**src/logic/wbPkg.sv**
```systemverilog
package wbPkg;

        // ------------------------------------------------------------------------
        // Core sizes
        // ------------------------------------------------------------------------
        localparam int CHECKPOINTS     = 8;         // One mask bit per checkpoint
        localparam int CHECKPOINTS_LOG = 3;
        localparam int AL_LOG          = 6;         // Active list tag
        localparam int PHYS_LOG        = 7;         // Physical register number
        localparam int DATA_WIDTH      = 32;
        localparam int PC_WIDTH        = 24;

        // ------------------------------------------------------------------------
        // Packet from execute
        // ------------------------------------------------------------------------
        typedef struct packed {
                logic writesReg;
                logic isBranch;
        } execFlags_t;

        // How lane 1 sees the result word of a branch
        typedef struct packed {
                logic [PC_WIDTH-1:0]        target;
                logic                       actualTaken;
                logic                       predTaken;
                logic [CHECKPOINTS_LOG-1:0] checkpointId;
                logic [2:0]                 spare;
        } ctrlView_t;

        // Branches use ctrl, everything else (links too) uses data
        typedef union packed {
                logic [DATA_WIDTH-1:0] data;
                ctrlView_t             ctrl;
        } wbPayload_u;

        typedef struct packed {
                logic [CHECKPOINTS-1:0] branchMask;  // Unresolved older branches
                execFlags_t             flags;
                logic [AL_LOG-1:0]      alTag;
                logic [PHYS_LOG-1:0]    physDest;
                wbPayload_u             payload;
        } exePacket_t;

endpackage

```
**src/logic/wbIfs.sv**
```systemverilog
// Lane 1 registered packet as seen by the branch resolver
interface resolveIf import wbPkg::*; ();

        logic                   valid;
        logic                   isBranch;
        wbPayload_u             payload;
        logic [CHECKPOINTS-1:0] branchMask;

        modport lane
        (
                output valid,
                output isBranch,
                output payload,
                output branchMask
        );

        modport resolver
        (
                input  valid,
                input  isBranch,
                input  payload,
                input  branchMask
        );

endinterface

// Mispredict notice and the resulting kill mask
interface recoveryIf import wbPkg::*; ();

        logic                       mispredict;
        logic [CHECKPOINTS_LOG-1:0] checkpointId;
        logic [CHECKPOINTS-1:0]     killMask;
        logic                       flushActive;

        modport resolver (output mispredict, output checkpointId);

        modport ctrl (input mispredict, input checkpointId, output killMask, output flushActive);

        modport lane (input killMask);

endinterface

```
**src/logic/flushTimer.sv**
```systemverilog
module flushTimer
#(
        parameter int FLUSH_CYCLES = 4
)
(
        input  logic clk,
        input  logic reset,
        input  logic load_i,
        output logic expired_o
);

        localparam int CNT_W = $clog2(FLUSH_CYCLES + 1);

        logic [CNT_W-1:0] count;

        always_ff @(posedge clk)
        begin
                if (reset)
                begin
                        count <= '0;
                end
                else if (load_i)
                begin
                        count <= CNT_W'(FLUSH_CYCLES);
                end
                else if (count != '0)
                begin
                        count <= count - CNT_W'(1);
                end
        end

        // Last cycle of the window
        assign expired_o = (count == CNT_W'(1)) & ~load_i;

endmodule

```
**src/logic/recoveryCtrl.sv**
```systemverilog
module recoveryCtrl import wbPkg::*;
#(
        parameter int FLUSH_CYCLES = 4
)
(
        input  logic    clk,
        input  logic    reset,
        recoveryIf.ctrl recovery
);

        localparam logic STATE_IDLE  = 1'b0;
        localparam logic STATE_FLUSH = 1'b1;

        logic                   state;
        logic                   stateNext;
        logic [CHECKPOINTS-1:0] flushMask;
        logic [CHECKPOINTS-1:0] flushMaskNext;
        logic [CHECKPOINTS-1:0] newBit;
        logic                   timerExpired;

        assign newBit = recovery.mispredict ? (CHECKPOINTS'(1) << recovery.checkpointId) : '0;

        // ------------------------------------------------------------------------
        // Next state
        // ------------------------------------------------------------------------
        always_comb
        begin
                stateNext     = state;
                flushMaskNext = flushMask;
                case (state)
                        STATE_IDLE:
                        begin
                                if (recovery.mispredict)
                                begin
                                        stateNext     = STATE_FLUSH;
                                        flushMaskNext = newBit;
                                end
                        end
                        default:
                        begin
                                if (recovery.mispredict)
                                begin
                                        flushMaskNext = flushMask | newBit;    // Window restarts
                                end
                                else if (timerExpired)
                                begin
                                        stateNext     = STATE_IDLE;
                                        flushMaskNext = '0;
                                end
                        end
                endcase
        end

        always_ff @(posedge clk)
        begin
                if (reset)
                begin
                        state     <= STATE_IDLE;
                        flushMask <= '0;
                end
                else
                begin
                        state     <= stateNext;
                        flushMask <= flushMaskNext;
                end
        end

        flushTimer #(
                .FLUSH_CYCLES (FLUSH_CYCLES)
        ) uFlushTimer (
                .clk       (clk),
                .reset     (reset),
                .load_i    (recovery.mispredict),
                .expired_o (timerExpired)
        );

        // Current mispredict kills in its own cycle
        assign recovery.killMask    = flushMask | newBit;
        assign recovery.flushActive = (state == STATE_FLUSH);

endmodule

```
**src/logic/branchResolve.sv**
```systemverilog
module branchResolve import wbPkg::*;
(
        resolveIf.resolver                  resolve,
        recoveryIf.resolver                 recovery,

        output logic                        ctrlVerified_o,
        output logic                        ctrlMispredict_o,
        output logic [CHECKPOINTS_LOG-1:0]  ctrlCheckpoint_o,
        output logic [PC_WIDTH-1:0]         ctrlTarget_o,
        output logic                        ctrlTaken_o
);

        ctrlView_t ctrlView;
        logic      selfDependent;
        logic      verified;
        logic      mispredict;

        // Branch view of the result word
        assign ctrlView = resolve.payload.ctrl;

        // A well formed branch never waits on its own checkpoint
        assign selfDependent = resolve.branchMask[ctrlView.checkpointId];

        // ------------------------------------------------------------------------
        // Direction check
        // ------------------------------------------------------------------------
        assign verified   = resolve.valid & resolve.isBranch & ~selfDependent;
        assign mispredict = verified & (ctrlView.actualTaken ^ ctrlView.predTaken);

        assign ctrlVerified_o   = verified;
        assign ctrlMispredict_o = mispredict;
        assign ctrlCheckpoint_o = ctrlView.checkpointId;
        assign ctrlTarget_o     = ctrlView.target;
        assign ctrlTaken_o      = ctrlView.actualTaken;        // Resolved direction

        // To the recovery controller
        assign recovery.mispredict   = mispredict;
        assign recovery.checkpointId = ctrlView.checkpointId;

endmodule

```
**src/logic/wbLane.sv**
```systemverilog
module wbLane import wbPkg::*;
#(
        parameter bit HAS_RESOLVE = 1'b0
)
(
        input  logic                  clk,
        input  logic                  reset,

        input  logic                  exeValid_i,
        input  exePacket_t            exePacket_i,

        resolveIf.lane                resolve,
        recoveryIf.lane               recovery,

        output logic                  wbValid_o,
        output logic [AL_LOG-1:0]     wbTag_o,
        output logic                  bypassValid_o,
        output logic [PHYS_LOG-1:0]   bypassDest_o,
        output logic [DATA_WIDTH-1:0] bypassData_o
);

        logic       validQ;
        exePacket_t packetQ;
        logic       killed;

        // ------------------------------------------------------------------------
        // Pipeline register
        // ------------------------------------------------------------------------
        always_ff @(posedge clk)
        begin
                if (reset)
                begin
                        validQ <= 1'b0;
                end
                else
                begin
                        validQ <= exeValid_i;
                end
        end

        always_ff @(posedge clk)
        begin
                if (exeValid_i)
                begin
                        packetQ <= exePacket_i;         // Hold last packet otherwise
                end
        end

        // ------------------------------------------------------------------------
        // Kill test and writeback formatting
        // ------------------------------------------------------------------------
        assign killed = |(packetQ.branchMask & recovery.killMask);

        assign wbValid_o     = validQ & ~killed;
        assign wbTag_o       = packetQ.alTag;

        assign bypassValid_o = wbValid_o & packetQ.flags.writesReg;
        assign bypassDest_o  = packetQ.physDest;
        assign bypassData_o  = packetQ.payload.data;    // Result or link value

        // Only the branch lane talks to the resolver
        generate
                if (HAS_RESOLVE)
                begin : genResolve
                        assign resolve.valid      = validQ;
                        assign resolve.isBranch   = packetQ.flags.isBranch;
                        assign resolve.payload    = packetQ.payload;
                        assign resolve.branchMask = packetQ.branchMask;
                end
                else
                begin : genNoResolve
                        assign resolve.valid      = 1'b0;
                        assign resolve.isBranch   = 1'b0;
                        assign resolve.payload    = '0;
                        assign resolve.branchMask = '0;
                end
        endgenerate

endmodule

```
**src/logic/writebackStage.sv**
```systemverilog
module writebackStage import wbPkg::*;
#(
        parameter int FLUSH_CYCLES = 4
)
(
        input  logic                       clk,
        input  logic                       reset,

        input  logic                       exeValid0_i,
        input  exePacket_t                 exePacket0_i,
        input  logic                       exeValid1_i,
        input  exePacket_t                 exePacket1_i,
        input  logic                       exeValid2_i,
        input  exePacket_t                 exePacket2_i,

        output logic                       wbValid0_o,
        output logic [AL_LOG-1:0]          wbTag0_o,
        output logic                       bypassValid0_o,
        output logic [PHYS_LOG-1:0]        bypassDest0_o,
        output logic [DATA_WIDTH-1:0]      bypassData0_o,

        output logic                       wbValid1_o,
        output logic [AL_LOG-1:0]          wbTag1_o,
        output logic                       bypassValid1_o,
        output logic [PHYS_LOG-1:0]        bypassDest1_o,
        output logic [DATA_WIDTH-1:0]      bypassData1_o,

        output logic                       wbValid2_o,
        output logic [AL_LOG-1:0]          wbTag2_o,
        output logic                       bypassValid2_o,
        output logic [PHYS_LOG-1:0]        bypassDest2_o,
        output logic [DATA_WIDTH-1:0]      bypassData2_o,

        output logic                       ctrlVerified_o,
        output logic                       ctrlMispredict_o,
        output logic [CHECKPOINTS_LOG-1:0] ctrlCheckpoint_o,
        output logic [PC_WIDTH-1:0]        ctrlTarget_o,
        output logic                       ctrlTaken_o,
        output logic                       flushActive_o
);

        resolveIf  resolveBus ();
        resolveIf  resolveUnused0 ();       // Lanes 0 and 2 hold these at zero
        resolveIf  resolveUnused2 ();
        recoveryIf recoveryBus ();

        // ------------------------------------------------------------------------
        // Execute lanes
        // ------------------------------------------------------------------------
        wbLane #(.HAS_RESOLVE (1'b0)) uLane0 (
                .clk           (clk),
                .reset         (reset),
                .exeValid_i    (exeValid0_i),
                .exePacket_i   (exePacket0_i),
                .resolve       (resolveUnused0.lane),
                .recovery      (recoveryBus.lane),
                .wbValid_o     (wbValid0_o),
                .wbTag_o       (wbTag0_o),
                .bypassValid_o (bypassValid0_o),
                .bypassDest_o  (bypassDest0_o),
                .bypassData_o  (bypassData0_o)
        );

        wbLane #(.HAS_RESOLVE (1'b1)) uLane1 (          // Branch ALU
                .clk           (clk),
                .reset         (reset),
                .exeValid_i    (exeValid1_i),
                .exePacket_i   (exePacket1_i),
                .resolve       (resolveBus.lane),
                .recovery      (recoveryBus.lane),
                .wbValid_o     (wbValid1_o),
                .wbTag_o       (wbTag1_o),
                .bypassValid_o (bypassValid1_o),
                .bypassDest_o  (bypassDest1_o),
                .bypassData_o  (bypassData1_o)
        );

        wbLane #(.HAS_RESOLVE (1'b0)) uLane2 (          // Load unit
                .clk           (clk),
                .reset         (reset),
                .exeValid_i    (exeValid2_i),
                .exePacket_i   (exePacket2_i),
                .resolve       (resolveUnused2.lane),
                .recovery      (recoveryBus.lane),
                .wbValid_o     (wbValid2_o),
                .wbTag_o       (wbTag2_o),
                .bypassValid_o (bypassValid2_o),
                .bypassDest_o  (bypassDest2_o),
                .bypassData_o  (bypassData2_o)
        );

        // ------------------------------------------------------------------------
        // Branch resolution and recovery
        // ------------------------------------------------------------------------
        branchResolve uBranchResolve (
                .resolve          (resolveBus.resolver),
                .recovery         (recoveryBus.resolver),
                .ctrlVerified_o   (ctrlVerified_o),
                .ctrlMispredict_o (ctrlMispredict_o),
                .ctrlCheckpoint_o (ctrlCheckpoint_o),
                .ctrlTarget_o     (ctrlTarget_o),
                .ctrlTaken_o      (ctrlTaken_o)
        );

        recoveryCtrl #(
                .FLUSH_CYCLES (FLUSH_CYCLES)
        ) uRecoveryCtrl (
                .clk      (clk),
                .reset    (reset),
                .recovery (recoveryBus.ctrl)
        );

        assign flushActive_o = recoveryBus.flushActive;

endmodule

```
**config.mk**
```make
export PLATFORM = sky130hd
export DESIGN_NAME = writebackStage
export DESIGN_NICKNAME = d
export VERILOG_FILES = /design/src/logic/wbPkg.sv /design/src/logic/wbIfs.sv /design/src/logic/flushTimer.sv /design/src/logic/recoveryCtrl.sv /design/src/logic/branchResolve.sv /design/src/logic/wbLane.sv /design/src/logic/writebackStage.sv
export SDC_FILE = /design/constraint.sdc
export NUM_CORES = 1
export LEC_CHECK = 0
export ABC_AREA = 0
export BUFFER_PORTS_ARGS = -buffer_cell sky130_fd_sc_hd__clkbuf_2
export CAP_MARGIN = 20
export CORE_AREA = 3 3 132 134
export DETAILED_ROUTE_END_ITERATION = 8
export DIE_AREA = 0 0 135 137
export PLACE_DENSITY = 0.8
export SYNTH_ARGS = -nofsm -noshare
export SYNTH_HDL_FRONTEND = slang
export SYNTH_HIERARCHICAL = 1
export SYNTH_SLANG_ARGS = --single-unit
```
**constraint.sdc**
```tcl
create_clock -name clk -period 8.1 [get_ports clk]
set_input_delay 0.81 -clock clk [delete_from_list [all_inputs] [get_ports clk]]
set_output_delay 0.81 -clock clk [all_outputs]
set_load 0.005 [all_outputs]
```
==> metrics.md <==
| Metric | Value |
|---|---|
| Setup Viol. Count Final | 0 |
| Arrival @ worst endpoint | roughly 3.4 ns |
| Tmin final | about 4.2 ns |
| Outcome | completed |
| I/O pin cnt | ~340 |
| Post-place setup slack | 4.354 ns |
| Die ar. | 0.01850 sq mm |
| Critical path's slowest cell | edfxtp_1 |
| Largest net degree at the start of global routing | 57 |
| FF-to-FF setup slack | roughly 5.5 ns |
| Vias per cell | approximately 4.4 |
| Grt ovf | 0 |
| Crit end category | output pin |
| Clock root cell | clkbuf_16 |
| Final Non-Filler Cells | between 800 and 900 |
| Worst Skew | around 0.011 ns |
| Routed Wire Length | between 10 and 15 mm |
| Slew Limit Fails | 0 |
| Standard-cell rows | 47 |
| Clk Latency, worst-skew pair | ~0.42 ns |
| Area added between synthesis and finish | 14.21% |
| Die extent in y | roughly 140 um |
| WL per Instance | about 17 um |
| Final ANT Viol Nets | 0 |
| Highest clock rate | 236.5 MHz |
| Static leakage | about 3.7 nW |
| Fin. Hold Viols | 0 |
| Cells after synthesis | 470 |
| Final worst slack | 3.872 ns |
| RSZ-0062 raised after global routing | false |
| Worst path cell trace | mux2i_1 > mux4_2 > and4_1 > and3b_1 > a21o_1 > a222oi_1 > nand3_1 > nor2_1 > clkbuf_2 |
| Number of port buffers | between 300 and 400 |
| Gpl congestion | about 0.79 |
| Vias in the first global route | around 3,800 |
| Via count | 3,755 |
| Post_cts resized | 0 |
| DRT iter0 DRCs | between 200 and 250 |
| Measured slew at the worst slew-check pin | 0.6798 ns |
| Post-synthesis area per instance | around 16 sq um |
| # hold bufs at CTS | 0 |
| Final Cycle Share | 0.5220 |
| Share of cells above drive strength 1 | 0.5940 |
| Max rail drop VDD | between 0.1 and 0.15 mV |
| Power Dens Cells | 249.4 mW/mm^2 |
| Crit path launch type | register |
| Buffer count from post-CTS setup fixing | 0 |
| Critical-path maximum fanout | 12 |
| Max clock buf depth | 2 |
| Slowest stage delay, CP | between 0.5 and 0.6 ns |
| Die Span X | ~140 um |
| Gr usage total | 0.1494 |
| CP top delay family | simple AND/OR/NAND/NOR gates |
| Worst-path clk slew | 0.07 ns |
| First-pass GRT wire length | between 20 and 25 mm |
| Data required time at the worst endpoint | around 7.3 ns |
| Clock sinks | 178 |
| First-pass iteration count of the detailed router | 5 |
| Placed insts | a little over 800 |
| Core area | about 0.016 sq mm |
| Mapped Area | about 0.0073 sq mm |
| Min-delay worst type | reg2reg |
| Setup CP Type | reg2out |
| Final TNS setup | 0 ns |
| Final nets | around 800 |
| Initial Util | 0.4477 |
| Max cap viols | 0 |
| DRC Markers | 0 |
| Ys Warns | 6 |
| Post-Synthesis Net Count | 643 |
| Antenna violations before repair | 1 |
| CTS tree | built |
| Rel. slew slack | 0.5468 |
| CP Buf/Inv Count | 1 |
| # H-tree levels | 4 |
| CTS Buf Count | 17 |
| Dpl hpwl | ~11 mm |
-- path summary, 6_finish.rpt --
path | startpoint | end | cells past startpoint
worst max register to register | uLane1/bypassData_o[4] | uRecoveryCtrl/flushMask[2] | 7
worst max-delay path | uLane1/bypassData_o[4] | wbValid1_o | 9
worst min register to register | uRecoveryCtrl/flushMask[7] | uRecoveryCtrl/flushMask[7] | 1
worst min-delay path | uRecoveryCtrl/flushMask[7] | uRecoveryCtrl/flushMask[7] | 1
-- registers in the layout, indices dropped and copies added (netlist names) --
signal,flops
uLane2/bypassData_o,32
uLane1/bypassDest_o,7
uRecoveryCtrl/flushMask,8
uRecoveryCtrl/uFlushTimer/count,3
uLane1/wbTag_o,6
uLane2/bypassDest_o,7
uLane1/resolve.valid,1
uLane2/packetQ,9
uLane0/wbTag_o,6
uLane0/validQ,1
uLane1/packetQ,1
uLane2/validQ,1
uRecoveryCtrl/recovery.flushActive,1
uLane1/resolve.isBranch,1
uLane1/resolve.branchMask,8
uLane0/bypassDest_o,7
uLane2/wbTag_o,6
uLane0/packetQ,9
uLane0/bypassData_o,32
uLane1/bypassData_o,32
-- layout by cell type (no fill, tap or decap), types with 5 or more instances in the layout --
cell / n
clkbuf_16: 17
nand3_1: 7
inv_1: 5
a21o_1: 7
dfxtp_1: 15
nor2_1: 12
nor2b_1: 5
nand2_1: 8
clkbuf_2: 339
edfxtp_1: 163
a22oi_1: 6
-- routing by layer --
metal  share of wire  up-vias  global-route usage
met5               0        -                   0
met4           0.023        0             0.06551
met3            0.12       21             0.07463
met2            0.53      218              0.2521
met1            0.34     1736              0.1585
li1                -     1780                   -
-- area by class of cell --
| class | count | area [sq um] |
|---|---|---|
| Fill cell | 1365 | 8018 |
| Sequential cell | 178 | 5195 |
| Timing Repair Buffer | 342 | 1719 |
| Multi-Input combinational cell | 81 | 591.8 |
| Clock buffer | 17 | 425.4 |
| Tap cell | 220 | 275.3 |
| Clock inverter | 15 | 161.4 |
| Inverter | 5 | 18.77 |
| Antenna cell | 1 | 2.502 |
-- report_power, final --
| group | switching [mW] | total [mW] | internal [mW] |
|---|---|---|---|
| Clock | 0.374 | 0.787 | 0.413 |
| Sequential | 0.0315 | 1.12 | 1.08 |
| Combinational | 0.0908 | 0.190 | 0.0991 |
-- stage by stage --
step / utilization / power (mW) / hold WS [ns] / area (sq um)
2_1_floorplan: - / 1.294 / 0.4205 / 7346
3_3_place_gp: 0.4754 / 1.322 / 0.4274 / 7800
3_5_place_dp: 0.4754 / 1.332 / 0.4450 / 7800
4_1_cts: 0.5112 / 2.122 / 0.4624 / 8387
5_1_grt: 0.5113 / 2.186 / 0.4892 / 8389
6_report: 0.5113 / 2.092 / 0.4653 / 8389
No activity file was read; power rests on OpenSTA's default activity.
